`config.mk`:
```
export PLATFORM = sky130hd
export DESIGN_NAME = gpio_regs
export DESIGN_NICKNAME = d
export VERILOG_FILES = /design/src/verilog/soc_pkg.sv /design/src/verilog/debounce.sv /design/src/verilog/gpio_regs.sv
export SDC_FILE = /design/constraint.sdc
export NUM_CORES = 1
export LEC_CHECK = 0
export BUFFER_PORTS_ARGS = -buffer_cell sky130_fd_sc_hd__buf_2
export CORE_ASPECT_RATIO = 0.6
export CORE_MARGIN = 3
export CORE_UTILIZATION = 28
export CTS_BUF_LIST = sky130_fd_sc_hd__clkbuf_2
export DETAILED_ROUTE_END_ITERATION = 10
export PLACE_DENSITY = 0.51
export SKIP_CTS_REPAIR_TIMING = 1
export SYNTH_ARGS = -nofsm -noshare
export SYNTH_HDL_FRONTEND = slang
export SYNTH_SLANG_ARGS = --single-unit
```
`constraint.sdc`:
```
create_clock -name i_clk -period 3.22 [get_ports i_clk]
set_input_delay 0.483 -clock i_clk [delete_from_list [all_inputs] [get_ports i_clk]]
set_output_delay 0.483 -clock i_clk [all_outputs]
set_load 0.02 [all_outputs]
```
`src/verilog/soc_pkg.sv`:
```
// soc_pkg
// shared bus widths, MMIO address map, debounce timing and the
// bus address union used by the mapper
package soc_pkg;

	localparam int DATA_W = 32;
	localparam int ADDR_W = 32;

	// word-address bits per memory
	localparam int BOOT_AW    = 4;
	localparam int SCRATCH_AW = 8;
	localparam int MAIN_AW    = 10;

	// MMIO page numbers, every other page is unmapped
	localparam logic [3:0] DEV_BOOT    = 4'd0;
	localparam logic [3:0] DEV_SCRATCH = 4'd1;
	localparam logic [3:0] DEV_GPIO    = 4'd2;

	localparam logic [DATA_W-1:0] UNMAPPED_DATA = 32'hdead_beef;

	// cycles an input must hold before the debounced copy follows
	localparam int DEBOUNCE_CYCLES = 8;
	localparam int DEBOUNCE_CW     = $clog2(DEBOUNCE_CYCLES + 1);

	// main memory view, flag low
	typedef struct packed {
		logic        is_mmio;
		logic [28:0] word;
		logic [1:0]  byte_off;
	} mem_view_t;

	// MMIO view, flag high
	typedef struct packed {
		logic        is_mmio;
		logic [14:0] unused;
		logic [3:0]  page;
		logic [9:0]  offset;
		logic [1:0]  byte_off;
	} mmio_view_t;

	typedef union packed {
		mem_view_t  mem;
		mmio_view_t mmio;
	} bus_addr_u;

endpackage

```
`src/verilog/debounce.sv`:
```
// debounce
// per-bit stability filter for mechanical inputs, the output follows
// after the synchronized input has differed for DEBOUNCE_CYCLES cycles
module debounce import soc_pkg::*; #(
	parameter int N = 2
) (
	input  logic         i_clk,
	input  logic         i_arst_n,
	input  logic [N-1:0] i_btn,
	output logic [N-1:0] o_state
);
	logic [N-1:0]           sync_q1;
	logic [N-1:0]           sync_q2;
	logic [DEBOUNCE_CW-1:0] cnt_q [N];

	always_ff @(posedge i_clk or negedge i_arst_n) begin
		if (!i_arst_n) begin
			sync_q1 <= '0;
			sync_q2 <= '0;
			o_state <= '0;
			for (int k = 0; k < N; k++)
				cnt_q[k] <= '0;
		end else begin
			// inputs are asynchronous to i_clk
			sync_q1 <= i_btn;
			sync_q2 <= sync_q1;
			for (int k = 0; k < N; k++) begin
				if (sync_q2[k] == o_state[k]) begin
					cnt_q[k] <= '0;
				end else if (cnt_q[k] == DEBOUNCE_CW'(DEBOUNCE_CYCLES - 1)) begin
					o_state[k] <= sync_q2[k];
					cnt_q[k]   <= '0;
				end else begin
					cnt_q[k] <= cnt_q[k] + 1'b1;
				end
			end
		end
	end

endmodule

```
`src/verilog/gpio_regs.sv`:
```
// gpio_regs
// LED register at offset 0, debounced buttons and switches at offset 1
module gpio_regs import soc_pkg::*; (
	input  logic              i_clk,
	input  logic              i_arst_n,
	input  logic              i_a,
	input  logic [DATA_W-1:0] i_d,
	input  logic              i_we,
	input  logic              i_rd,
	output logic [DATA_W-1:0] o_spo,
	output logic              o_ready,
	input  logic [1:0]        i_sw,
	input  logic [1:0]        i_btn,
	output logic [3:0]        o_led
);
	logic [1:0] sw_db;
	logic [1:0] btn_db;
	logic [3:0] led_q;

	debounce #(.N(2)) u_sw_db (
		.i_clk    (i_clk),
		.i_arst_n (i_arst_n),
		.i_btn    (i_sw),
		.o_state  (sw_db)
	);

	debounce #(.N(2)) u_btn_db (
		.i_clk    (i_clk),
		.i_arst_n (i_arst_n),
		.i_btn    (i_btn),
		.o_state  (btn_db)
	);

	always_ff @(posedge i_clk or negedge i_arst_n) begin
		if (!i_arst_n) begin
			led_q   <= '0;
			o_ready <= 1'b0;
		end else begin
			o_ready <= (i_we || i_rd) && !o_ready;
			// input word is read only, writes there are dropped
			if (i_we && !i_a)
				led_q <= i_d[3:0];
		end
	end

	always_ff @(posedge i_clk) begin
		if (i_rd)
			o_spo <= i_a ? {{(DATA_W-4){1'b0}}, btn_db, sw_db} : {{(DATA_W-4){1'b0}}, led_q};
	end

	assign o_led = led_q;

endmodule

```
==> impl_metrics.toml, run 1 <==
[logic_synthesis]
synth_area_leaders = "dfrtp_1 (51%), buf_4 (13%), edfxtp_1 (7.4%)"
synth_top_area_frac = 0.5061
syn_area_um2 = 1632
yosysSeqAreaShare = 0.5798
synthCells = 129
ys_ff_latch = 37
synth_top_area_cell = "dfrtp_1"
ys_warn_count = 0
avgSynthCellArea_um2 = 12.65
synth_cell_type_count = 15

[setup_path]
critPathTopFamily = "flip-flops"
criticalPathCategory = "register to primary output"
crit_slowest_cell = "dfrtp_1"
worst-path-max-fanout = 3
crit_path_end_kind = "primary output"
crit_path_cell_trace = "buf_2"
slowest_delay_ns = 0.43
cp_data_required_time_ns = 2.74
cp.arrival_ns = 0.97
path_buf_inv = 1
start_kind = "register"

[placement]
dpl.hpwl_um = 2077
place.gp.congestion = 0.7203
place.port_buffers = 21

[timing]
slew_viol_final = 0
hold_viol = 0
fin_crit_sh = 0.4502
tns_ns = 0
rsz0062_at_grt = "false"
finClkSkew_ns = 0.02269
post-route-min-period_ns = 1.450
tightest_slew_ns = 0.7068
fmax_ghz = 0.6898
finalSetupViolations = 0
max_slew_margin = 0.5288

[layout]
layout_common_cells = "dfrtp_1 (33), conb_1 (28), buf_2 (21)"
multi_input_area_um2 = 576.8
num_antenna_cells = 0
nets = 201
mostFrequentLayoutCell = "dfrtp_1"
regArea_um2 = 945.9
final_layout_size_suffix_gt1_frac = 0.2611
synthToLayoutAreaGrowth_pct = 9.586
fill_cells = 541

[global_route]
grt_use_met3 = 0.03140
overflow = 0
grt_pass1_wl_um = 4236
use_met1 = 0.08520
met2_usage = 0.1423
grt_max_degree = 34
grt_pass1_vias = 923
grt_antenna_before_repair = 0
grt_busiest_layer = "met2"
grtUsageTotal = 0.08196

[detailed_routing]
avgRoutedWirePerCell_um = 11.16
via_per_inst = 3.889
drc = 0
wirelength_um = 2611
ant_nets = 0
num_vias = 910
drtPass1Iterations = 4
drt_iter0_markers = 23

[clock_network]
cts.htree.levels = 2
clkSinkCount = 37
max-clock-path-buffers = 2
cts.clk_slew.worst_paths_ns = 0.18
tritoncts = "built"
cts_root_buf = "clkbuf_2"
clk_latency_ns = 0.37
cts_made_buffers = 5

[floorplanning]
die_w_um = 104.5
start_util = 0.3061
coreArea_um2 = 5330
dieArea_um2 = 6809
die_height_um = 65.13
fp-row-count = 20
io_pins = 78

[power]
total_power_mw = 1.224
p_leak_nw = 0.8919
ir_drop_mv = 0.2252
power_density_nw_per_um2 = 684.4

[worst_hold_path]
hold_class = "input pin to asynchronous set/reset pin"

[run_status]
status = "finished, final reports clean"

[job]
cap_violations = 0
[flip-flops by register name, summed over array words and instances, names as in the netlist, 4 cells and up]
| name | flops |
|---|---|
| u_btn_db.cnt_q | 8 |
| o_spo | 4 |
| u_sw_db.cnt_q | 8 |
| o_led | 4 |
[worst paths after layout]
kind,depth (start not counted),slack (ns),endpoint,startpoint
setup / recovery,1,1.77,o_led[0],o_led[0]$_DFFE_PN0P_
max in group asynchronous,1,2.62,u_btn_db.o_state[0]$_DFFE_PN0P_,i_arst_n
hold reg to reg,0,0.37,u_btn_db.sync_q2[0]$_DFF_PN0_,u_btn_db.sync_q1[0]$_DFF_PN0_
hold / removal,1,0.14,o_led[0]$_DFFE_PN0P_,i_arst_n
setup reg to reg,4,1.89,u_sw_db.o_state[0]$_DFFE_PN0P_,u_sw_db.cnt_q[4]$_DFF_PN0_
min in group i_clk,1,0.22,u_sw_db.sync_q1[1]$_DFF_PN0_,i_sw[1]
[cells in the mapped netlist]
cell      number
nor2b_4        1
ha_1           4
conb_1         1
nor3_1         4
nor2_1        18
mux2i_1        4
nor2b_1        4
mux2_2         8
nand2_1        4
nand3_1        4
buf_4         28
mux2_4         4
dfrtp_1       33
xnor2_1        8
edfxtp_1       4
[cell type report]
class                      instances  area share
timing repair buffer              21     0.05878
clock buffer                       6     0.01680
tap                               77     0.05388
sequential                        37      0.5290
multi-input combinational         91      0.3226
clock inverter                     2     0.01889
[power breakdown]
part,total [mW],internal [mW],switching (mW)
Clock,0.272,0.133,0.139
Combinational,0.296,0.137,0.159
Sequential,0.655,0.579,0.0766
Total,1.22,0.848,0.376
[metal layers]
layer,wire length [µm],vias to the layer above
li1,-,419
met1,1043,450
met2,1319,33
met3,176,8
met4,71,0
met5,0,-
[cells by family (layout without fill, tap and decap cells)]
kind of cell | count (synthesis) | count (layout) | share of synthesized area
xor gates and xnor gates | 8 | 8 | 0.04295
adders and majority gates | 4 | 4 | 0.03068
buffers and inverters | 28 | 29 | 0.1288
DFF | 37 | 37 | 0.5798
muxes | 16 | 16 | 0.1166
other | 1 | 28 | 0.002298
and+or+nand+nor | 35 | 35 | 0.09892
[per-stage QoR]
stage	hold slack (ns)	setup slack, ns	cells	area (µm²)	utilization
after CTS	0.1314	1.724	234	1788	0.3354
final	0.1364	1.770	234	1788	0.3354
after global placement	0.3346	1.867	226	1724	0.3235
after detailed placement	0.3356	1.868	226	1724	0.3235
after floorplan	0.1874	2.050	156	1733	-
after global routing	0.1431	1.688	234	1788	0.3354
[worst reg2reg max path, delay by kind of cell (launching register included)]
kind,cells,cell delay (ns)
and+or+nand+nor,2,0.23
adders and majority gates,1,0.22
muxes,1,0.36
DFF,1,0.41
Power figures use the tool's default switching activity.
==> run 2: changes to the inputs <==
==> constraint.sdc (replaced) <==
create_clock -name i_clk -period 1.5 [get_ports i_clk]
set_input_delay 0.225 -clock i_clk [delete_from_list [all_inputs] [get_ports i_clk]]
set_output_delay 0.225 -clock i_clk [all_outputs]
set_load 0.02 [all_outputs]
==> impl_metrics.toml, run 2 (same netlist as run 1, synthesis figures left out) <==
[timing]
rsz0062_at_grt = "false"
fin_crit_sh = 0.8938
slew_viol_final = 0
finalSetupViolations = 0
finClkSkew_ns = 0.01322
setup_slack_ns = 0.1593
hold_viol = 0
post-route-min-period_ns = 1.341
fmax_ghz = 0.7459
tns_ns = 0

[floorplanning]
dieArea_um2 = 6809
die_w_um = 104.5
start_util = 0.3061
die_height_um = 65.13
fp-row-count = 20
coreArea_um2 = 5330
io_pins = 78

[layout]
num_antenna_cells = 0
final_cells = 240
fin_util = 0.3486
synthToLayoutAreaGrowth_pct = 13.88
layout_common_cells = "dfrtp_1 (33), conb_1 (28), buf_2 (21)"
reg_top3 = "u_btn_db.cnt_q (8), u_sw_db.cnt_q (8)"
nets = 207
fill_cells = 517
final_layout_size_suffix_gt1_frac = 0.2577
mostFrequentLayoutCell = "dfrtp_1"

[setup_path]
cp.arrival_ns = 1.60
critPathTopFamily = "flip-flops"
cp_data_required_time_ns = 1.76
crit_slowest_cell = "dfrtp_1"
start_kind = "register"
crit_path_end_kind = "register"
path_buf_inv = 0
slowest_delay_ns = 0.41
worst-path-max-fanout = 3
crit_cells = 4
rr_worst_depth = 4
crit_path_cell_trace = "ha_1, nand2_1, nor2_1, mux2_2"
criticalPathCategory = "register to register"

[clock_network]
clk_latency_ns = 0.37
tritoncts = "built"
cts.clk_slew.worst_paths_ns = 0.19
cts_root_buf = "clkbuf_2"
cts.htree.levels = 2
max-clock-path-buffers = 2
cts_made_buffers = 5
clkSinkCount = 37

[detailed_routing]
wirelength_um = 2539
drtPass1Iterations = 2
via_per_inst = 3.875
drc = 0
drt_iter0_markers = 46
avgRoutedWirePerCell_um = 10.58
num_vias = 930
ant_nets = 0

[placement]
dp_cells = 227
pre_cts_ws_ns = 0.1718
dpl.hpwl_um = 2005
place.port_buffers = 21
place.gp.congestion = 0.7156

[run_status]
status = "finished, final reports clean"

[power]
power_density_nw_per_um2 = 1426
p_leak_nw = 0.9221
total_power_mw = 2.649
ir_drop_mv = 0.4594

[global_route]
grt_pass1_vias = 901
grtUsageTotal = 0.08196
grt_max_degree = 19
overflow = 0
grt_pass1_wl_um = 4284
grt_antenna_before_repair = 0

[worst_hold_path]
min_path_cells = 2
hold_class = "input pin to register"

[job]
cap_violations = 0
==> run 2: worst reg2reg max path, delay by kind of cell (launching register included) <==
family / cells / cell delay [ns]
and+or+nand+nor: 2 / 0.26
muxes: 1 / 0.37
adders and majority gates: 1 / 0.22
DFF: 1 / 0.41
==> run 2: layer usage <==
layer	global-route usage	wire length, µm
met1	0.09888	1141
met5	0	0
met3	0.03238	180
met2	0.1318	1194
met4	0.03483	22
==> run 2: worst paths after layout <==
check / slack, ns / end / start
worst min register to register: 0.37 / u_sw_db.sync_q2[0]$_DFF_PN0_ / u_sw_db.sync_q1[0]$_DFF_PN0_
worst max register to register: 0.16 / u_sw_db.o_state[0]$_DFFE_PN0P_ / u_sw_db.cnt_q[4]$_DFF_PN0_
worst min-delay path: 0.07 / o_led[2]$_DFFE_PN0P_ / i_d[2]
max in group asynchronous: 0.79 / u_sw_db.cnt_q[2]$_DFF_PN0_ / i_arst_n
min in group asynchronous: 0.27 / u_btn_db.sync_q2[1]$_DFF_PN0_ / i_arst_n
worst max-delay path: 0.16 / u_sw_db.o_state[0]$_DFFE_PN0P_ / u_sw_db.cnt_q[4]$_DFF_PN0_
==> run 2: area by class of cell <==
type / instances / area [µm²] / share of cell area
multi-input combinational: 91 / 576.8 / 0.3104
timing repair buffer: 27 / 175.2 / 0.09428
clock inverter: 2 / 33.78 / 0.01818
sequential: 37 / 945.9 / 0.5091
clock buffer: 6 / 30.03 / 0.01616
tap: 77 / 96.34 / 0.05185
==> run 2: metrics by stage <==
stage	area, µm²	hold slack, ns
final	1858	0.06814
after global routing	1858	0.004399
after CTS	1808	-0.2759
after detailed placement	1744	0.1706
after global placement	1744	0.1683
after floorplan	1733	-0.07059
==> run 2: where the power goes <==
part	internal, mW	leakage [nW]	switching [mW]
clock network	0.285	0.0406	0.308
logic	0.307	0.421	0.344
registers	1.24	0.461	0.162
total	1.83	0.922	0.814
