===== config.mk =====
export PLATFORM = sky130hd
export DESIGN_NAME = bus_mapper
export DESIGN_NICKNAME = d
export VERILOG_FILES = /design/src/verilog/soc_pkg.sv /design/src/verilog/bus_mapper.sv
export SDC_FILE = /design/constraint.sdc
export NUM_CORES = 1
export LEC_CHECK = 0
export BUFFER_PORTS_ARGS = -buffer_cell sky130_fd_sc_hd__buf_2
export CAP_MARGIN = 20
export CORE_AREA = 2 2 139 141
export CTS_CLUSTER_DIAMETER = 120
export DETAILED_ROUTE_END_ITERATION = 12
export DIE_AREA = 0 0 141 143
export SLEW_MARGIN = 20
export SYNTH_ARGS = -nofsm -noshare
export SYNTH_HDL_FRONTEND = slang
export SYNTH_SLANG_ARGS = --single-unit

===== constraint.sdc =====
create_clock -name i_clk -period 4.1 [get_ports i_clk]
set_input_delay 0.615 -clock i_clk [delete_from_list [all_inputs] [get_ports i_clk]]
set_output_delay 0.615 -clock i_clk [all_outputs]
set_load 0.05 [all_outputs]

===== src/verilog/soc_pkg.sv =====
// soc_pkg
// shared bus widths, MMIO address map, debounce timing and the
// bus address union used by the mapper
package soc_pkg;

	localparam int DATA_W = 32;
	localparam int ADDR_W = 32;

	// word-address bits per memory
	localparam int BOOT_AW    = 4;
	localparam int SCRATCH_AW = 8;
	localparam int MAIN_AW    = 10;

	// MMIO page numbers, every other page is unmapped
	localparam logic [3:0] DEV_BOOT    = 4'd0;
	localparam logic [3:0] DEV_SCRATCH = 4'd1;
	localparam logic [3:0] DEV_GPIO    = 4'd2;

	localparam logic [DATA_W-1:0] UNMAPPED_DATA = 32'hdead_beef;

	// cycles an input must hold before the debounced copy follows
	localparam int DEBOUNCE_CYCLES = 8;
	localparam int DEBOUNCE_CW     = $clog2(DEBOUNCE_CYCLES + 1);

	// main memory view, flag low
	typedef struct packed {
		logic        is_mmio;
		logic [28:0] word;
		logic [1:0]  byte_off;
	} mem_view_t;

	// MMIO view, flag high
	typedef struct packed {
		logic        is_mmio;
		logic [14:0] unused;
		logic [3:0]  page;
		logic [9:0]  offset;
		logic [1:0]  byte_off;
	} mmio_view_t;

	typedef union packed {
		mem_view_t  mem;
		mmio_view_t mmio;
	} bus_addr_u;

endpackage


===== src/verilog/bus_mapper.sv =====
// bus_mapper
// splits main memory from MMIO on the top address bit, decodes the MMIO
// page and answers unmapped pages and boot ROM writes locally
module bus_mapper import soc_pkg::*; (
	input  logic                  i_clk,
	input  logic                  i_arst_n,

	input  logic [ADDR_W-1:0]     i_a,
	input  logic [DATA_W-1:0]     i_d,
	input  logic                  i_we,
	input  logic                  i_rd,
	output logic [DATA_W-1:0]     o_spo,
	output logic                  o_ready,

	output logic [MAIN_AW-1:0]    o_mem_a,
	output logic [DATA_W-1:0]     o_mem_d,
	output logic                  o_mem_we,
	output logic                  o_mem_rd,
	input  logic [DATA_W-1:0]     i_mem_spo,
	input  logic                  i_mem_ready,

	output logic [BOOT_AW-1:0]    o_boot_a,
	output logic                  o_boot_rd,
	input  logic [DATA_W-1:0]     i_boot_spo,
	input  logic                  i_boot_ready,

	output logic [SCRATCH_AW-1:0] o_scr_a,
	output logic [DATA_W-1:0]     o_scr_d,
	output logic                  o_scr_we,
	output logic                  o_scr_rd,
	input  logic [DATA_W-1:0]     i_scr_spo,
	input  logic                  i_scr_ready,

	output logic                  o_gpio_a,
	output logic [DATA_W-1:0]     o_gpio_d,
	output logic                  o_gpio_we,
	output logic                  o_gpio_rd,
	input  logic [DATA_W-1:0]     i_gpio_spo,
	input  logic                  i_gpio_ready
);
	bus_addr_u addr;
	logic      sel_mem;
	logic      sel_boot;
	logic      sel_scr;
	logic      sel_gpio;
	logic      sel_local;
	logic      local_ready_q;

	assign addr = i_a;

	assign sel_mem  = !addr.mem.is_mmio;
	assign sel_boot = addr.mmio.is_mmio && (addr.mmio.page == DEV_BOOT);
	assign sel_scr  = addr.mmio.is_mmio && (addr.mmio.page == DEV_SCRATCH);
	assign sel_gpio = addr.mmio.is_mmio && (addr.mmio.page == DEV_GPIO);

	// ROM has no write port, so its writes complete here with the unmapped pages
	assign sel_local = (addr.mmio.is_mmio && !sel_boot && !sel_scr && !sel_gpio) ||
		(sel_boot && i_we);

	assign o_mem_a  = addr.mem.word[MAIN_AW-1:0];
	assign o_mem_d  = i_d;
	assign o_mem_we = sel_mem & i_we;
	assign o_mem_rd = sel_mem & i_rd;

	assign o_boot_a  = addr.mmio.offset[BOOT_AW-1:0];
	assign o_boot_rd = sel_boot & i_rd;

	assign o_scr_a  = addr.mmio.offset[SCRATCH_AW-1:0];
	assign o_scr_d  = i_d;
	assign o_scr_we = sel_scr & i_we;
	assign o_scr_rd = sel_scr & i_rd;

	assign o_gpio_a  = addr.mmio.offset[0];
	assign o_gpio_d  = i_d;
	assign o_gpio_we = sel_gpio & i_we;
	assign o_gpio_rd = sel_gpio & i_rd;

	// same one-cycle response as a real slave
	always_ff @(posedge i_clk or negedge i_arst_n) begin
		if (!i_arst_n)
			local_ready_q <= 1'b0;
		else
			local_ready_q <= sel_local && (i_we || i_rd) && !local_ready_q;
	end

	always_comb begin
		if (sel_mem) begin
			o_spo   = i_mem_spo;
			o_ready = i_mem_ready;
		end else if (sel_boot) begin
			o_spo   = i_boot_spo;
			o_ready = i_boot_ready | local_ready_q;
		end else if (sel_scr) begin
			o_spo   = i_scr_spo;
			o_ready = i_scr_ready;
		end else if (sel_gpio) begin
			o_spo   = i_gpio_spo;
			o_ready = i_gpio_ready;
		end else begin
			o_spo   = UNMAPPED_DATA;
			o_ready = local_ready_q;
		end
	end

endmodule


==> reports/summary.txt, run 1 <==
Clock Skews -> 0 ns
grt total ovfl -> 0
Worst Setup Slack, final -> 1.078 ns
status -> finished, final reports clean
Unique masters post-synth -> 29
Final Hold Fails -> 0
CP Class -> in2out
area delta synth->final -> 10.90%
post-route ant nets -> 0
Max stage delay on crit path -> 0.69 ns
routing usage on met3 -> 2.247%
1st-iter DRT viols -> 75
data arrival time of the worst path -> 2.41 ns
cts repair resizes -> 0
crit-path max FO -> 12
dpl ws -> 1.033 ns
drt pass-1 iters -> 4
Worst Tran Pin Value -> 0.7632 ns
synth warn -> 0
Ports -> 359
RSZ-0062 raised after global routing -> false
Reg2Reg Depth -> 3
vias per std cell -> 3.819
biggest regs -> local_ready_q: 1 flops
core region area -> 18580 um^2
Final Setup Violations -> 0
post-layout utilization of the core -> 13.57%
drt total wl -> 9653 um
CP Buf/Inv Count -> 3
initial core utilization -> 12.24%
number of global-route vias before repair -> 2320
GRT Util Overall -> 8.767%
initial antenna violation count -> 1
worst r2r src -> local_ready_q$_DFF_PN0_
GRT met1 Usage -> 10.13%
Clock Pin Slew Worst Setup and Hold Paths -> 0 ns
register area share after synthesis -> 1.101%
Lkg Pwr -> 1.310 nW
worst-skew pair later-pin latency -> 0 ns
Slew headroom -> 49.06%
Hold Worst Slack -> 0.3908 ns
P per Cell Area -> 119.6 nW/um^2
Slowest cell on crit path -> nor3b_4
max reg flops -> 1
TNS Setup -> 0 ns
FF-to-FF End -> local_ready_q$_DFF_PN0_
Horiz. Die Dim -> 141 um
Residual DRC -> 0
I/O Buffers -> 180
Worst VDD drop -> 0.03850 mV
Max Clock Freq -> 330.9 MHz
CP startpoint kind -> input port
Vias -> 2471
worst reg2reg setup slack -> 3.33 ns
detailed placement HPWL -> 7881 um
# Post-CTS Setup Buffers -> 0
max-cap violation count -> 0
WL per Instance -> 14.92 um
post-synthesis net count -> 570
largest net degree at the start of global routing -> 88
Worst Hold Class -> in2async
Top reg by flops -> local_ready_q
met2 usage -> 15.53%
syn_area_per_cell -> 6.144 um^2
synthesized flop and latch total -> 1
Cells after Synth -> 370
Post-CTS Hold Buffers -> 0
Post-Syn Area -> 2273 um^2
crit-path cells -> buf_2 > nor3b_4 > buf_4 > a32oi_1 > a21oi_1 > a21oi_1 > buf_2
fin crit share -> 73.70%
CP top delay family -> buffers and inverters
busiest grt layer -> met2
# nets final -> 615
crit end category -> primary output
max-slew violations -> 0
row count -> 50
GP Congestion -> 0.7031
die height -> 143 um
share of cells above drive strength 1 -> 47.46%
WP data required -> 3.48 ns
Inserted Diodes -> 0
die area -> 20160 um^2
first-pass GRT wire length -> 13490 um
post-route minimum period -> 3.022 ns
==> logic make-up after synthesis <==
kind of cell / synth area share, %
AND/OR/NAND/NOR: 18.99
flip-flops: 1.101
buffers and inverters: 51.24
multiplexers: 0.4403
AO/OA/AOI/OAI: 28.23
==> synth_stat cells, drive strengths merged <==
master / n / area share (%)
or3: 1 / 0.28
a21oi: 56 / 12
a31oi: 2 / 0.55
and3: 5 / 1.4
nand2: 37 / 6.1
a32oi: 24 / 9.2
a21boi: 1 / 0.33
buf: 135 / 44
o211ai: 1 / 0.33
nor4b: 1 / 1.0
mux2i: 1 / 0.44
nand2b: 1 / 0.28
nor3: 2 / 0.88
and2: 7 / 1.9
a22o: 1 / 0.39
nor2b: 3 / 0.83
clkbuf: 11 / 1.8
o221ai: 7 / 2.7
nor2: 27 / 4.5
nand3b: 1 / 0.33
inv: 33 / 5.4
dfrtp: 1 / 1.1
nor3b: 1 / 0.55
o21ai: 10 / 2.4
nor4: 1 / 0.94
==> worst max path at each step <==
stage | slack, ns | startpoint | depth (start not counted) | to
2_1_floorplan | 1.22 | i_a[14] | 6 | o_ready
3_3_place_gp | 1.02 | i_a[15] | 6 | o_spo[31]
3_5_place_dp | 1.03 | i_a[15] | 6 | o_spo[31]
4_1_cts | 1.02 | i_a[15] | 6 | o_spo[31]
5_1_grt | 0.91 | i_a[15] | 6 | o_spo[31]
6_report | 1.08 | i_a[15] | 7 | o_spo[30]
==> power breakdown <==
part / switching [mW] / internal (mW) / total, mW / leakage, nW
sequential: 0.000567 / 0.0109 / 0.0114 / 0.0130
combinational: 0.191 / 0.0989 / 0.290 / 1.30
clock: 0 / 0 / 0 / 0
total: 0.192 / 0.110 / 0.302 / 1.31
==> placed cells by master, fill, tap and decap left out <==
master / n
a21boi_0: 1
a21oi_1: 56
a22o_1: 1
a31oi_1: 2
a32oi_1: 24
and2_1: 7
and3_1: 5
buf_12: 1
buf_2: 180
buf_4: 8
dfrtp_1: 1
inv_1: 33
mux2i_1: 1
nand2_1: 37
nand2b_1: 1
nand3b_1: 1
nor2_1: 27
nor2b_1: 2
nor2b_2: 1
nor3_2: 1
nor3_4: 1
nor3b_4: 1
nor4_4: 1
nor4b_4: 1
o211ai_1: 1
o21ai_0: 9
o21ai_2: 1
o221ai_1: 7
or3_1: 1
==> through the flow <==
step | std cells | area, um^2 | power (mW)
floorplan | 370 | 2273 | 0.4999
global placement | 647 | 2521 | 0.3054
detailed placement | 647 | 2521 | 0.3061
CTS | 647 | 2521 | 0.3070
global route | 647 | 2521 | 0.3293
finish | 647 | 2521 | 0.3016
==> layer usage <==
metal / wire (um) / vias to the layer above
li1: - / 1212
met1: 3791 / 1062
met2: 4560 / 143
met3: 877 / 52
met4: 411 / 2
met5: 12 / -
==> worst reg2reg max path, stage by stage (launching register included) <==
cell	delay (ns)
dfrtp_1	0.37
inv_1	0.08
o211ai_1	0.09
a31oi_1	0.15
==> cell type report <==
cell class	count	area [um^2]
fillers	2163	16060
multi-input cells	190	1099
repair buffers	189	980.9
well taps	234	292.8
inverters	33	123.9
flip-flops and latches	1	25.02
Power figures use the tool's default switching activity.
==> run 2: changes to the inputs <==
- ABC_AREA: default -> 1
- CORE_AREA: 2 2 139 141 -> 2 2 140 142
- DIE_AREA: 0 0 141 143 -> 0 0 142 144
- clock period: 4.1 -> 2.6 ns (I/O delays scaled with it)
==> run 2 against run 1 <==
  * Combinational power rose by 53%
  * Worst setup slack got worse by 0.60 ns
  * Critical path depth did not move
  * Sequential share of layout area rose by 0.055 points
  * Cell count fell by 4.8%
  * Clock skew did not move
  * Largest cell class unchanged
  * Highest routed layer unchanged
==> reports/summary.txt, run 2 <==
status -> finished, final reports clean (unchanged)
TNS Setup -> 0 ns (unchanged)
Post-Syn Area -> 2130 um^2 (was 2273 um^2)
Ports -> 359 (unchanged)
drt total wl -> 7731 um (was 9653 um)
Final Hold Fails -> 0 (unchanged)
area of the multi-input gates -> 992.2 um^2 (was 1099 um^2)
crit-path cells -> buf_2 > inv_2 > nor2_8 > inv_2 > nand3_1 > a21oi_2 > buf_2 (was buf_2 > nor3b_4 > buf_4 > a32oi_1 > a21oi_1 > a21oi_1 > buf_2)
P per Cell Area -> 193.5 nW/um^2 (was 119.6 nW/um^2)
Worst Tran Pin Value -> 0.4747 ns (was 0.7632 ns)
most common cell in the netlist -> buf_4 (unchanged)
GP Congestion -> 0.7024 (was 0.7031)
simple logic cell fraction of the synthesized area -> 27.97% (was 18.99%)
XOR/XNOR Fraction of Synth Area -> 0% (unchanged)
Clock Pin Slew Worst Setup and Hold Paths -> 0 ns (about the same)
fillers -> 2215 (was 2163)
Hold Worst Slack -> 0.1655 ns (was 0.3908 ns)
GRT Util Overall -> 6.449% (was 8.767%)
CP startpoint kind -> input port (unchanged)
initial antenna violation count -> 1 (unchanged)
largest family of logic cells by synthesized area -> buffers and inverters (unchanged)
largest net degree at the start of global routing -> 18 (was 88)
CP Class -> in2out (unchanged)
Residual DRC -> 0 (unchanged)
syn_area_per_cell -> 6.552 um^2 (was 6.144 um^2)
WP data required -> 2.21 ns (was 3.48 ns)
Post-CTS Hold Buffers -> 0 (unchanged)
Horiz. Die Dim -> 142 um (was 141 um)
I/O Buffers -> 180 (unchanged)
Synth Area in Compound Gates -> 18.63% (was 28.23%)
Vias -> 2117 (was 2471)
data arrival time of the worst path -> 1.73 ns (was 2.41 ns)
Clock Skews -> 0 ns (unchanged)
Total Power -> 0.4624 mW (was 0.3016 mW)
Top reg by flops -> local_ready_q (unchanged)
Slew headroom -> 68.24% (was 49.06%)
post-layout utilization of the core -> 12.53% (was 13.57%)
post-route minimum period -> 2.124 ns
Worst Hold Class -> in2async (unchanged)
max-slew violations -> 0 (unchanged)
Inserted Diodes -> 0 (unchanged)
commonest non-fill, non-tap cell in the layout -> buf_2 (unchanged)
crit end category -> primary output (unchanged)
1st-iter DRT viols -> 45 (was 75)
grt total ovfl -> 0 (unchanged)
Synth area leader -> buf_4 (unchanged)
share of cells above drive strength 1 -> 58.47% (was 47.46%)
max-cap violation count -> 0 (unchanged)
top post-synthesis cells by area -> buf_4 (43%), nand2_1 (13%), a22oi_1 (5.6%) (was buf_4 (40%), a21oi_1 (12%), a32oi_1 (9.2%))
first-pass GRT wire length -> 10070 um (was 13490 um)
register area -> 25.02 um^2 (unchanged)
max reg flops -> 1 (unchanged)
synth warn -> 0 (unchanged)
RSZ-0062 raised after global routing -> false (unchanged)
die height -> 144 um (was 143 um)
Slowest cell on crit path -> inv_2 (was nor3b_4)
Post-synth top cells -> buf_4 (121), nand2_1 (71), inv_1 (19), nor2_1 (18), a22oi_1 (16) (was buf_4 (120), a21oi_1 (56), nand2_1 (37), inv_1 (33), nor2_1 (27))
Worst VDD drop -> 0.04666 mV (was 0.03850 mV)
worst-skew pair later-pin latency -> 0 ns (about the same)
CP top delay family -> buffers and inverters (unchanged)
post-route ant nets -> 0 (unchanged)
Lkg Pwr -> 1.247 nW (was 1.310 nW)
Post-synth ARST share -> 100.0% (unchanged)
vias per std cell -> 3.437 (was 3.819)
fin crit share -> 81.71%
die area -> 20450 um^2 (was 20160 um^2)
Cells after Synth -> 325 (was 370)
area delta synth->final -> 12.22% (was 10.90%)
number of global-route vias before repair -> 1839 (was 2320)
Final Setup Violations -> 0 (unchanged)
ys flop type -> dfrtp_1 (unchanged)
initial core utilization -> 11.16% (was 12.24%)
commonest non-fill, non-tap cells in the layout -> buf_2 (178), nand2_1 (71), inv_1 (19) (was buf_2 (180), a21oi_1 (56), nand2_1 (37))
detailed placement HPWL -> 6448 um (was 7881 um)
Max Clock Freq -> 470.7 MHz
adder-cell share of the synthesized area -> 0% (unchanged)
mux contribution to synthesized area -> 0% (was 0.4403%)
# Post-CTS Setup Buffers -> 0 (unchanged)
CP Buf/Inv Count -> 4 (was 3)
cts repair resizes -> 0 (unchanged)
Post-synth EDFFs -> 0 (unchanged)
Synth top area share -> 42.66% (was 39.63%)
row count -> 51 (was 50)
synthesized flop and latch total -> 1 (unchanged)
core region area -> 19080 um^2 (was 18580 um^2)
crit-path max FO -> 12 (unchanged)
WL per Instance -> 12.55 um (was 14.92 um)
post-synthesis net count -> 525 (was 570)
biggest regs -> local_ready_q: 1 flops (unchanged)
Max stage delay on crit path -> 0.32 ns (was 0.69 ns)
register area share after synthesis -> 1.175% (was 1.101%)
drt pass-1 iters -> 4 (unchanged)
Unique masters post-synth -> 26 (was 29)
# nets final -> 580 (was 615)
-- run 2: cell count changes in the layout (fill, tap and decap cells not counted), sizes merged, moves of 10 or more --
cell   delta
nand3    +12
o21ai    -10
a22oi    +16
a21oi    -46
nand2    +41
a32oi    -24
-- run 2: metrics by stage --
stage	worst slack (ns)	instances	area [um^2]
after global routing	0.3147	616	2390
final	0.4756	616	2390
after global placement	0.3929	616	2390
after detailed placement	0.3840	616	2390
after CTS	0.3835	616	2390
after floorplan	0.4283	325	2130
-- run 2: cells by family after synthesis --
family / count (synthesis)
simple gates: 123
flops: 1
compound gates: 44
buf+inv: 157
-- run 2: path summary, 6_finish.rpt --
kind,depth (start not counted),start,endpoint,slack [ns]
min reg2reg,2,local_ready_q$_DFF_PN0_,local_ready_q$_DFF_PN0_,0.54
max in group asynchronous,1,i_arst_n,local_ready_q$_DFF_PN0_,2.35
min,1,i_arst_n,local_ready_q$_DFF_PN0_,0.17
max reg2reg,2,local_ready_q$_DFF_PN0_,local_ready_q$_DFF_PN0_,1.74
min in group i_clk,2,local_ready_q$_DFF_PN0_,local_ready_q$_DFF_PN0_,0.54
max,7,i_a[31],o_spo[10],0.48
-- run 2: final cells by class --
class                           instances  share of cell area (%)
Multi-Input combinational cell        167                   41.52
Timing Repair Buffer                  185                   41.05
Tap cell                              238                   12.46
Inverter                               25                   3.927
Sequential cell                         1                   1.047
-- run 2: routing by layer --
metal	routed length, um	GRT usage, %	vias to the layer above
li1	-	-	1049
met1	2788	6.643	872
met4	589	4.947	2
met2	3643	11.67	133
met3	697	1.126	61
met5	12	0	-
-- run 2: power by group --
| group | internal, mW | switching (mW) | total (mW) |
|---|---|---|---|
| clock | 0 | 0 | 0 |
| combinational | 0.159 | 0.286 | 0.445 |
| sequential | 0.0172 | 0.000788 | 0.0179 |
