===== src/verilog/soc_pkg.sv =====
// soc_pkg
// shared bus widths, MMIO address map, debounce timing and the
// bus address union used by the mapper
package soc_pkg;

	localparam int DATA_W = 32;
	localparam int ADDR_W = 32;

	// word-address bits per memory
	localparam int BOOT_AW    = 4;
	localparam int SCRATCH_AW = 8;
	localparam int MAIN_AW    = 10;

	// MMIO page numbers, every other page is unmapped
	localparam logic [3:0] DEV_BOOT    = 4'd0;
	localparam logic [3:0] DEV_SCRATCH = 4'd1;
	localparam logic [3:0] DEV_GPIO    = 4'd2;

	localparam logic [DATA_W-1:0] UNMAPPED_DATA = 32'hdead_beef;

	// cycles an input must hold before the debounced copy follows
	localparam int DEBOUNCE_CYCLES = 8;
	localparam int DEBOUNCE_CW     = $clog2(DEBOUNCE_CYCLES + 1);

	// main memory view, flag low
	typedef struct packed {
		logic        is_mmio;
		logic [28:0] word;
		logic [1:0]  byte_off;
	} mem_view_t;

	// MMIO view, flag high
	typedef struct packed {
		logic        is_mmio;
		logic [14:0] unused;
		logic [3:0]  page;
		logic [9:0]  offset;
		logic [1:0]  byte_off;
	} mmio_view_t;

	typedef union packed {
		mem_view_t  mem;
		mmio_view_t mmio;
	} bus_addr_u;

endpackage


===== src/verilog/bus_arbiter.sv =====
// bus_arbiter
// two-host fixed-priority arbiter for the shared bus, host 0 wins ties
// and a grant is held until its host drops req
module bus_arbiter import soc_pkg::*; (
	input  logic              i_clk,
	input  logic              i_arst_n,

	input  logic              i_req0,
	output logic              o_gnt0,
	input  logic [ADDR_W-1:0] i_a0,
	input  logic [DATA_W-1:0] i_d0,
	input  logic              i_we0,
	input  logic              i_rd0,
	output logic [DATA_W-1:0] o_spo0,
	output logic              o_ready0,

	input  logic              i_req1,
	output logic              o_gnt1,
	input  logic [ADDR_W-1:0] i_a1,
	input  logic [DATA_W-1:0] i_d1,
	input  logic              i_we1,
	input  logic              i_rd1,
	output logic [DATA_W-1:0] o_spo1,
	output logic              o_ready1,

	output logic [ADDR_W-1:0] o_a,
	output logic [DATA_W-1:0] o_d,
	output logic              o_we,
	output logic              o_rd,
	input  logic [DATA_W-1:0] i_spo,
	input  logic              i_ready
);
	logic gnt0_q;
	logic gnt1_q;

	// owner keeps the bus until req falls, a new grant only from idle
	always_ff @(posedge i_clk or negedge i_arst_n) begin
		if (!i_arst_n) begin
			gnt0_q <= 1'b0;
			gnt1_q <= 1'b0;
		end else if (gnt0_q) begin
			if (!i_req0)
				gnt0_q <= 1'b0;
		end else if (gnt1_q) begin
			if (!i_req1)
				gnt1_q <= 1'b0;
		end else if (i_req0) begin
			gnt0_q <= 1'b1;
		end else if (i_req1) begin
			gnt1_q <= 1'b1;
		end
	end

	assign o_gnt0 = gnt0_q;
	assign o_gnt1 = gnt1_q;

	assign o_a  = gnt1_q ? i_a1 : i_a0;
	assign o_d  = gnt1_q ? i_d1 : i_d0;
	// no strobe on an idle bus
	assign o_we = (gnt0_q & i_we0) | (gnt1_q & i_we1);
	assign o_rd = (gnt0_q & i_rd0) | (gnt1_q & i_rd1);

	assign o_ready0 = gnt0_q & i_ready;
	assign o_ready1 = gnt1_q & i_ready;
	assign o_spo0   = gnt0_q ? i_spo : '0;
	assign o_spo1   = gnt1_q ? i_spo : '0;

endmodule


===== config.mk =====
export PLATFORM = sky130hd
export DESIGN_NAME = bus_arbiter
export DESIGN_NICKNAME = d
export VERILOG_FILES = /design/src/verilog/soc_pkg.sv /design/src/verilog/bus_arbiter.sv
export SDC_FILE = /design/constraint.sdc
export NUM_CORES = 1
export LEC_CHECK = 0
export BUFFER_PORTS_ARGS = -buffer_cell sky130_fd_sc_hd__buf_4
export CORE_AREA = 10 10 109 111
export CTS_BUF_LIST = sky130_fd_sc_hd__clkbuf_8 sky130_fd_sc_hd__clkbuf_16
export CTS_CLUSTER_SIZE = 16
export DETAILED_ROUTE_END_ITERATION = 8
export DIE_AREA = 0 0 119 121
export PLACE_DENSITY = 0.57
export SETUP_SLACK_MARGIN = 0.5
export SYNTH_ARGS = -nofsm -noshare
export SYNTH_HDL_FRONTEND = slang
export SYNTH_SLANG_ARGS = --single-unit

===== constraint.sdc =====
create_clock -name i_clk -period 1.7 [get_ports i_clk]
set_clock_uncertainty 0.05 [all_clocks]
set_input_delay 0.34 -clock i_clk [delete_from_list [all_inputs] [get_ports i_clk]]
set_output_delay 0.34 -clock i_clk [all_outputs]
set_load 0.005 [all_outputs]

==> results of run 1 <==
==> repair_timing <==
item | 4_1_cts | 5_1_grt
buffers inserted | 0 | 8
setup endpoints to repair | 134 | 134
cloned | 0 | 12
gates resized for setup | 84 | 36
pin swaps | 6 | 19
hold buffers | 1 | 0
hold endpoints to repair | 2 | 0
==> metrics by stage <==
stage               total power [uW]  instance area, um^2  utilization [%]  worst slack (ns)
finish                          2440                 4770             49.5            -0.142
global route                    2590                 4770             49.5            -0.172
CTS                             2170                 4340             45.0            -0.142
detailed placement              1770                 3980             41.3            0.0772
global placement                1760                 3980             41.3            0.0856
floorplan                        838                 1610                -             0.318
==> final timing paths <==
| path | end | depth (start not counted) |
|---|---|---|
| max in group asynchronous | o_gnt0 | 2 |
| worst min-delay path | o_gnt1 | 2 |
| worst max-delay path | o_a[17] | 4 |
| worst max register to register | o_gnt1 | 4 |
| min in group asynchronous | o_gnt1 | 2 |
| worst min register to register | o_gnt0 | 4 |
==> layer usage <==
layer | vias to the layer above | part of all wire (%)
li1 | 1153 | -
met1 | 1119 | 36
met2 | 159 | 54
met3 | 4 | 9.4
met4 | 0 | 0.46
met5 | - | 0
==> cells by family after synthesis <==
logic type / Yosys count / share of synthesized area, %
AOI/OAI and AO/OA: 4 / 2.20
and+or+nand+nor: 67 / 27.1
DFF: 2 / 3.26
muxes: 64 / 59.9
buffers and inverters: 16 / 7.57
==> flip-flops by register name (all words and copies together) (netlist names) <==
name and count:
o_gnt1 1, o_gnt0 1
==> final cells by class <==
class | count | share of cell area (%)
Clock buffer | 3 | 0.865
Clock inverter | 1 | 0.0787
Inverter | 1 | 0.0787
Multi-Input combinational cell | 135 | 30.7
Sequential cell | 2 | 1.15
Tap cell | 133 | 3.49
Timing Repair Buffer | 328 | 63.7
==> synth_stat cells (all sizes together) <==
cell / instances / area [um^2]
clkbuf: 5 / 18.8
nor2: 1 / 3.75
buf: 10 / 93.8
dfrtp: 2 / 50.1
a21boi: 1 / 7.51
inv: 1 / 3.75
a22o: 2 / 17.5
o22a: 1 / 8.76
mux2: 64 / 920
and2: 66 / 413
==> power breakdown <==
group	leakage (uW)	switching [uW]	internal, uW
logic	0.00252	690	1490
clock network	0.0000269	39.7	153
registers	0.0000222	15.8	57.5
==> summary.md, run 1 <==
| Metric | Value |
|---|---|
| GP Congestion | 0.812 |
| Share of the cycle needed by the critical path after routing | 108% |
| Min cycle time layout | about 1.8 ns |
| CP top delay family | flip-flops |
| Failing checks | negative setup slack |
| Fin. max-slew vios | 0 |
| Die area | about 14000 um^2 |
| Residual DRC | 0 |
| Cell variety after synth | 12 |
| Leakage | 0.00257 uW |
| CTS Buf Count | 3 |
| Status | complete, but fails checks |
| Worst VDD drop | about 0.37 mV |
| Area delta synth->final | 211% |
| Max incr delay on CP | 0.49 ns |
| # H-tree levels | 1 |
| Die Ht | 121 um |
| Slew HR | a little over four fifths |
| Hold wc startpoint | i_req1 |
| Fin cells | 603 |
| Row cnt | 36 |
| Worst EP required | roughly 1.3 ns |
| Syn_nets | ~320 |
| Global router's overall resource usage | a little over an eighth |
| GRT met2 Usage | about a quarter |
| # fillers | 896 |
| Core box area | 9640 um^2 |
| Share of cells above drive strength 1 | between 90 and 100% |
| HP Class | input port to flop |
| Startpoint types | flop |
| Most common cell on crit path | buf_6 |
| Detailed Route WL | 12000 um |
| Critical path's slowest cell | dfrtp_4 |
| Hold WS | around 0.31 ns |
| Worst EP arrival | roughly 1.5 ns |
| Placed instance count | 578 |
| Die Wd | around 120 um |
| Hpwl dp | a little over 9000 um |
| Commonest cells after routing, fill and taps aside | 217 x buf_4, 97 x buf_6, 55 x mux2_4 |
| Worst r2r src | o_gnt1 |
| Yosys reg bits | 2 |
| Longest Clk Path Bufs | 2 |
| Initial Util | around 16% |
| Root Buffer | clkbuf_8 |
| Setup tns final | -9.14 ns |
| Yosys warns | 0 |
| # setup viols final | 80 |
| RSZ-0062 raised after global routing | yes |
| Port buffer count | a little over 300 |
| Final ANT Viol Nets | 0 |
| Average cell area after synthesis | approximately 10 um^2 |
| Global-route wire length before repair | between 15000 and 20000 um |
| # IOs | slightly above 300 |
| R2R Setup Slk | 0.45 ns |
| Vias in the first global route | approximately 2500 |
| # diodes | 0 |
| Clk pin slew, worst setup/hold paths | ~0.03 ns |
| Critical path capture point type | output port |
| MaxCap Viol Count | 0 |
| Nets | 640 |
| GRT busiest layer | met2 |
| Initial antenna violation count | 0 |
| Iter 0 DRT Violations | 46 |
| Total number of vias | ~2400 |
| Clock sinks | 2 |
| Area occupied by registers | 55.1 um^2 |
| Commonest non-fill, non-tap cell in the layout | buf_4 |
| Avg WL per Cell | approximately 20 um |
| Slew of the pin with the lowest slew margin | roughly 0.25 ns |
| Pwr Density | between 500 and 600 nW/um^2 |
| Synthesized cell area | around 1500 um^2 |
| Fin worst setup slack | -0.142 ns |
| M3 GR Usage | 5.63% |
| CTS tree | built |
| Seq/Total Area, Yosys | around 3.3% |
| Multi-input gate area | approximately 1500 um^2 |
| Buf/Inv on CP | 3 |
| Start point of the critical path | o_gnt1 |
| Cell chain of the critical path | buf_6, clkbuf_16, mux2_4, buf_6 |
| Clk Latency, worst-skew pair | 0.21 ns |
| Crit path kind | flop to output port |
| Global Route met1 Usage | roughly 13% |
| Detail-routed via count per cell | between 4 and 5 |
| Max Freq | between 500 and 600 MHz |
| CP max FO | 7 |
| Largest net degree at the start of global routing | 44 |
| Final hold vios | 0 |
| Gr ovfl total | 0 |
| Mapped Cells | between 150 and 200 |
| Drt first pass iters | 4 |
No activity file was read; power rests on OpenSTA's default activity.
==> inputs of run 2 (changes only) <==
- PLACE_DENSITY: 0.57 -> not set
==> run 2 against run 1 <==
The run still ends with negative setup slack left. Total power increased by 4.0%. Clock power about the same. Sequential cell count unchanged. Setup slack got worse by 0.016 ns. Via count increased by 2.5%. Sequential power decreased by 2%. Cell area increased by 2.5%. Hold slack improved by 0.0077 ns. Routed wire length increased by 3.4%. Global-route usage increased by 0.38 points. Non-clock buffer count increased by 6. Largest power group unchanged. Maximum frequency decreased by 0.88%.
==> summary.md, run 2 (synthesis gave the netlist of run 1 again) <==
| Metric | Value |
|---|---|
| Die Wd | 119 um (unchanged) |
| # setup viols final | 78 (-2.5%) |
| Total number of vias | 2495 (+2.5%) |
| Global router's overall resource usage | 13.6% (+0.38 points) |
| Power share of the clock group | 7.7% (-0.2 points) |
| Pint | 1770 uW (+4.3%) |
| Iter 0 DRT Violations | 55 (+20%) |
| Global-route wire length before repair | 15800 um (+3.5%) |
| Max Freq | 538 MHz (-0.88%) |
| Root Buffer | clkbuf_8 |
| Residual DRC | 0 (unchanged) |
| Reg2Reg Depth | 5 (+1) |
| CP top delay family | flip-flops |
| Gr ovfl total | 0 (unchanged) |
| Combinational power share | 89.5% (+0.4 points) |
| Pre-CTS setup slack | 0.0759 ns (-0.00123 ns) |
| RSZ-0062 raised after global routing | yes |
| Cell chain of the critical path | buf_12, clkbuf_16, mux2_4, buf_6 |
| Min-Delay Endpoint | o_gnt1 |
| Pwr Density | 520 nW/um^2 (+1.5%) |
| R2R Setup Slk | 0.37 ns (-0.08 ns) |
| Buf/Inv on CP | 3 (unchanged) |
| HP Class | input port to flop |
| Crit path kind | flop to output port |
| Slew of the pin with the lowest slew margin | 0.198 ns (-0.0520 ns) |
| Hpwl dp | 9410 um (+1.0%) |
| Leakage | 0.00263 uW (+2.2%) |
| Switching share of power | 30.3% (-0.20 points) |
| Longest Clk Path Bufs | 2 (unchanged) |
| Avg WL per Cell | 20.3 um (+2.4%) |
| Clk Latency, worst-skew pair | 0.22 ns (about the same) |
| Area delta synth->final | 218% |
| Worst EP arrival | 1.47 ns (+0.02 ns) |
| Nets | 646 (+0.94%) |
| Reg2reg end | o_gnt1 |
| Share of the cycle needed by the critical path after routing | 109% (+0.96 points) |
| Row cnt | 36 (unchanged) |
| Commonest cells after routing, fill and taps aside | 220 x buf_4, 97 x buf_6, 54 x mux2_4 |
| Share of cells above drive strength 1 | 93.7% (+2.2 points) |
| Worst VDD drop | 0.309 mV (-17%) |
| Status | complete, but fails checks |
| Final ANT Viol Nets | 0 (unchanged) |
| Pwr Total | 2540 uW (+4.0%) |
| Clock sinks | 2 (unchanged) |
| Fin worst setup slack | -0.158 ns (-0.0163 ns) |
| # IOs | 303 (unchanged) |
| Hold wc startpoint | i_req1 |
| Drt first pass iters | 4 (unchanged) |
| Failing checks | negative setup slack |
| Vias in the first global route | 2696 (+6.2%) |
| Fin. max-slew vios | 0 (unchanged) |
| Worst EP required | 1.31 ns (about the same) |
| Initial Util | 15.9% (unchanged) |
| Max incr delay on CP | 0.49 ns (about the same) |
| CP max FO | 7 (unchanged) |
| Largest net degree at the start of global routing | 52 (+18%) |
| Psw | 770 uW (+3.4%) |
| Die Ht | 121 um (unchanged) |
| Core box area | 9640 um^2 (unchanged) |
| Initial antenna violation count | 0 (unchanged) |
| # H-tree levels | 1 (unchanged) |
| Detail-routed via count per cell | 4.10 (+1.5%) |
| Critical path capture point type | output port |
| Die area | 14400 um^2 (unchanged) |
| Port buffer count | 302 (unchanged) |
| GP Congestion | 0.733 (-9.8%) |
| # diodes | 0 (unchanged) |
| # fillers | 880 (-1.8%) |
| CTS tree | built |
| Slew HR | 86.8% (+3.5 points) |
| MaxCap Viol Count | 0 (unchanged) |
| Critical path's slowest cell | dfrtp_4 |
| Commonest non-fill, non-tap cell in the layout | buf_4 |
| Detailed Route WL | 12400 um (+3.4%) |
| Sequential power share | 2.8% (-0.2 points) |
| Final hold vios | 0 (unchanged) |
| Clk pin slew, worst setup/hold paths | 0.03 ns (about the same) |
| Min cycle time layout | 1.86 ns (+0.0163 ns) |
| CTS Buf Count | 3 (unchanged) |
| Hold path cells | 2 (unchanged) |
| Startpoint types | flop |
| Worst r2r src | o_gnt0 |
==> run 2: changes by cell type in the layout (fill, tap and decap cells not counted), sizes merged <==
cell and change:
buf +9, clkbuf -3
==> run 2: cell type report <==
class | instances | area, um^2 | area share [%]
well taps | 133 | 166 | 3.40
clock inverters | 1 | 3.75 | 0.0767
flip-flops and latches | 2 | 55.1 | 1.13
clock buffers | 3 | 41.3 | 0.844
inverters | 1 | 3.75 | 0.0767
repair buffers | 334 | 3140 | 64.1
multi-input cells | 135 | 1490 | 30.4
==> run 2: per-layer routing <==
metal | vias up | routed length (um) | GRT usage [%]
met5 | - | 0 | 0
met4 | 0 | 27 | 1.22
met3 | 2 | 1360 | 7.26
met2 | 176 | 6720 | 26.5
met1 | 1148 | 4260 | 12.6
li1 | 1169 | - | -
==> run 2: worst register-to-register path, cell delays in order, from the launching register on <==
cell and delay (ns):
dfrtp_2 0.47, buf_12 0.16, buf_16 0.13, buf_6 0.11
buf_6 0.12, o22a_1 0.19
==> run 2: how the worst max path moves through the flow <==
stage                    to  cells past startpoint   start  slack, ns
floorplan           o_a[10]                      3  o_gnt1       0.32
global placement    o_a[31]                      3  o_gnt1       0.08
finish              o_a[17]                      4  o_gnt1      -0.16
global route        o_a[15]                      4  o_gnt1      -0.19
detailed placement  o_a[31]                      3  o_gnt1       0.08
CTS                  o_a[3]                      3  o_gnt1      -0.16
==> run 2: timing repair <==
action	in CTS	in global routing
setup endpoints to repair	134	136
hold endpoints to repair	2	0
pin swaps	14	7
hold buffers	1	0
resized for setup	88	44
cloned	4	10
buffers inserted	3	10
==> run 2: power by group through the flow <==
stage | registers (uW) | logic, uW | clock network [uW]
2_1_floorplan | 61.0 | 777 | 0
3_3_place_gp | 65.0 | 1670 | 0
3_5_place_dp | 65.4 | 1690 | 0
4_1_cts | 75.7 | 1930 | 204
5_1_grt | 73.4 | 2410 | 208
6_report | 71.6 | 2280 | 195
==> run 2: per-stage QoR <==
stage | TNS (ns) | utilization, % | cells | hold slack, ns | area (um^2)
global route | -12.25 | 50.8 | 609 | 0.315 | 4890
finish | -9.72 | 50.8 | 609 | 0.321 | 4890
floorplan | 0 | - | 153 | -0.00559 | 1610
detailed placement | 0 | 41.1 | 577 | 0.0747 | 3960
CTS | -8.06 | 46.2 | 589 | 0.317 | 4450
global placement | 0 | 41.1 | 577 | 0.0729 | 3960
==> inputs of run 3 (changes only) <==
- ABC_AREA: not set -> 1
- CORE_AREA: 10 10 109 111 -> 10 10 108 110
- DIE_AREA: 0 0 119 121 -> 0 0 118 120
- SLEW_MARGIN: not set -> 20
==> run 3 against run 2 <==
The flow still finishes with violations (negative setup slack). Utilization up 5.8 points. Routed wire length up 18%. Cell count up 33%. Clock-buffer cell count unchanged. Synthesized cell count up 140%. Hold slack better by 0.020 ns. Critical path depth unchanged. Non-clock buffer count up 4. Cell area up 10%.
==> summary.md, run 3 <==
| Metric | Value |
|---|---|
| Avg WL per Cell | 17.9 um (-12%) |
| # setup viols final | 10 (-87%) |
| MaxCap Viol Count | 0 (unchanged) |
| Final ANT Viol Nets | 0 (unchanged) |
| Core box area | 9550 um^2 (-0.93%) |
| Pint | 1660 uW (-6.1%) |
| Critical path's slowest cell | dfrtp_4 |
| Cell chain of the critical path | buf_12, clkbuf_16, o21ai_2, buf_4 |
| Worst VDD drop | 0.238 mV (-23%) |
| HP Class | input port to flop |
| # diodes | 0 (unchanged) |
| Gr ovfl total | 0 (unchanged) |
| Leakage | 0.00342 uW (+30%) |
| Hold path cells | 3 (+1) |
| Worst r2r src | o_gnt1 |
| Cell variety after synth | 10 (-2) |
| Psw | 1200 uW (+56%) |
| # IOs | 303 (unchanged) |
| Average cell area after synthesis | 4.22 um^2 (-58%) |
| Pre-CTS setup slack | 0.208 ns (+0.132 ns) |
| Global router's overall resource usage | 16.8% (+3.2 points) |
| Min-Delay Endpoint | o_gnt1 |
| Syn_nets | 529 (+64%) |
| Seq/Total Area, Yosys | 3.29% (+0.038 points) |
| Synthesized cell area | 1520 um^2 (-1.1%) |
| CP top delay family | flip-flops |
| Port buffer count | 302 (unchanged) |
| Hpwl dp | 10200 um (+8.1%) |
| Top-count cell post-synth | nand2_1 |
| Synth top area share | 33.6% (-18 points) |
| Fin area | 5400 um^2 (+10%) |
| Commonest non-fill, non-tap cell in the layout | buf_4 |
| Clk Latency, worst-skew pair | 0.22 ns (about the same) |
| Buf/Inv on CP | 3 (unchanged) |
| Fin worst setup slack | -0.0374 ns (+0.121 ns) |
| Power share of the clock group | 7.0% (-0.7 points) |
| Critical path capture point type | output port |
| Min cycle time layout | 1.74 ns (-0.121 ns) |
| Nets | 850 (+32%) |
| Area delta synth->final | 256% |
| Longest Clk Path Bufs | 2 (unchanged) |
| Yosys warns | 0 (unchanged) |
| Share of the cycle needed by the critical path after routing | 102% (-7.1 points) |
| Failing checks | negative setup slack |
| Reg2reg end | o_gnt1 |
| Total number of vias | 3390 (+36%) |
| Fin. max-slew vios | 0 (unchanged) |
| Synth area leader | nand2_1 |
| Worst EP required | 1.31 ns (about the same) |
| Die Wd | 118 um (-0.84%) |
| Dominant synthesized flop cell | dfrtp_1 |
| Number of enable flip-flop cells after synthesis | 0 (unchanged) |
| Worst EP arrival | 1.35 ns (-0.12 ns) |
| Max Freq | 576 MHz (+7.0%) |
| Detail-routed via count per cell | 4.17 (+1.8%) |
| # H-tree levels | 1 (unchanged) |
| DP Area | 3940 um^2 (-0.60%) |
| Global-route wire length before repair | 19400 um (+23%) |
| Pwr Density | 531 nW/um^2 (+2.2%) |
| Detailed Route WL | 14600 um (+18%) |
| Commonest cells after routing, fill and taps aside | 252 x buf_4, 88 x inv_1, 65 x buf_6 |
| Async set-reset flop share out of synthesis | 100% (unchanged) |
| CP max FO | 8 (+1) |
| Multi-input gate area | 1540 um^2 (+3.4%) |
| Clk pin slew, worst setup/hold paths | 0.03 ns (about the same) |
| Synth area leaders | nand2_1 34%, inv_1 32%, o21ai_0 19%, buf_2 4.9%, dfrtp_1 3.3% |
| Yosys reg bits | 2 (unchanged) |
| Largest net degree at the start of global routing | 39 (-25%) |
| Die area | 14200 um^2 (-1.7%) |
| Initial Util | 15.9% (-0.033 points) |
| Final hold vios | 0 (unchanged) |
| Setup tns final | -0.0938 ns (+9.63 ns) |
| R2R Setup Slk | 0.47 ns (+0.10 ns) |
| CTS tree | built |
| Mapped Cells | 360 (+140%) |
| Combinational power share | 90.3% (+0.8 points) |
| Share of cells above drive strength 1 | 77.8% (-16 points) |
| Status | complete, but fails checks |
| Die Ht | 120 um (-0.83%) |
| Drt first pass iters | 4 (unchanged) |
| GP Congestion | 0.806 (+10%) |
| # fillers | 848 (-3.6%) |
| Sequential power share | 2.7% (about the same) |
| Switching share of power | 42.0% (+12 points) |
| Reg2Reg Depth | 5 (unchanged) |
| Startpoint types | flop |
| Vias in the first global route | 3495 (+30%) |
| RSZ-0062 raised after global routing | yes |
| Crit path kind | flop to output port |
| Root Buffer | clkbuf_8 |
| CTS Buf Count | 3 (unchanged) |
| Iter 0 DRT Violations | 165 (+200%) |
| Slew of the pin with the lowest slew margin | 0.255 ns (+0.0577 ns) |
| Initial antenna violation count | 0 (unchanged) |
| Synth cell count leaders | 136 x nand2_1, 131 x inv_1, 59 x o21ai_0, 15 x buf_2, 6 x buf_4 |
| Row cnt | 36 (unchanged) |
| Slew HR | 83.0% (-3.8 points) |
| Area occupied by registers | 55.1 um^2 (unchanged) |
| Clock sinks | 2 (unchanged) |
| Hold wc startpoint | i_req1 |
| Residual DRC | 0 (unchanged) |
| Max incr delay on CP | 0.51 ns (+0.02 ns) |
## run 3: cell count changes in the layout (fill, tap and decap cells not counted), sizes merged, moves of 2 or more
cell | previous run | this run
nand2 | 0 | 136
o21ai | 0 | 64
clkbuf | 8 | 11
and2 | 66 | 0
nor2 | 1 | 4
a22o | 2 | 0
mux2 | 64 | 0
inv | 2 | 132
## run 3: worst max path at each step
stage | depth (start not counted) | start | endpoint
after global placement | 4 | o_gnt1 | o_d[21]
after CTS | 5 | o_gnt1 | o_spo1[4]
final | 4 | o_gnt1 | o_d[30]
after floorplan | 3 | o_gnt1 | o_a[12]
after detailed placement | 3 | o_gnt1 | o_a[9]
after global routing | 4 | o_gnt1 | o_d[30]
## run 3: metrics by stage
stage,instances,hold slack [ns],utilization [%],power (uW)
floorplan,360,-0.00559,-,677
global placement,779,0.0738,41.2,1720
detailed placement,779,0.0778,41.2,1740
CTS,798,0.349,50.8,2440
global route,813,0.353,56.6,3060
finish,813,0.341,56.6,2870
## run 3: timing repair
item / 4_1_cts / 5_1_grt
hold endpoints to repair: 2 / 0
endpoints found under the setup margin: 134 / 135
cloned: 8 / 11
hold buffers: 1 / 0
gates resized for setup: 217 / 97
buffers inserted: 6 / 4
pin swaps: 29 / 24
## run 3: worst min-delay path: stages
cell,delay [ns]
buf_4,0.08
nor2_1,0.03
nor2_1,0.11
## run 3: metal layers
layer	up-vias	part of all wire [%]	global-route usage [%]
met5	-	0	0
met4	0	2.9	2.78
met3	27	9.0	6.84
met2	206	54	33.8
met1	1517	34	15.7
li1	1640	-	-
## run 3: cell families (layout without fill, tap and decap cells)
logic type / count (synthesis) / count (layout) / share of synthesized area [%]
buf+inv: 153 / 473 / 40.5
compound gates: 65 / 65 / 21.6
flops: 2 / 2 / 3.30
simple gates: 140 / 140 / 34.6
## run 3: power by group through the flow
stage	sequential [uW]	combinational, uW	clock (uW)
after floorplan	61.2	616	0
after global placement	79.1	1640	0
after detailed placement	80.9	1660	0
after CTS	93.1	2150	205
after global routing	77.8	2770	214
final	76.9	2590	202
## run 3: layout make-up
class                   count  share of cell area (%)
clock inverters             1                  0.0695
inverters                 131                    9.10
flip-flops and latches      2                    1.02
well taps                 133                    3.08
multi-input cells         205                    28.4
repair buffers            338                    57.5
clock buffers               3                   0.764
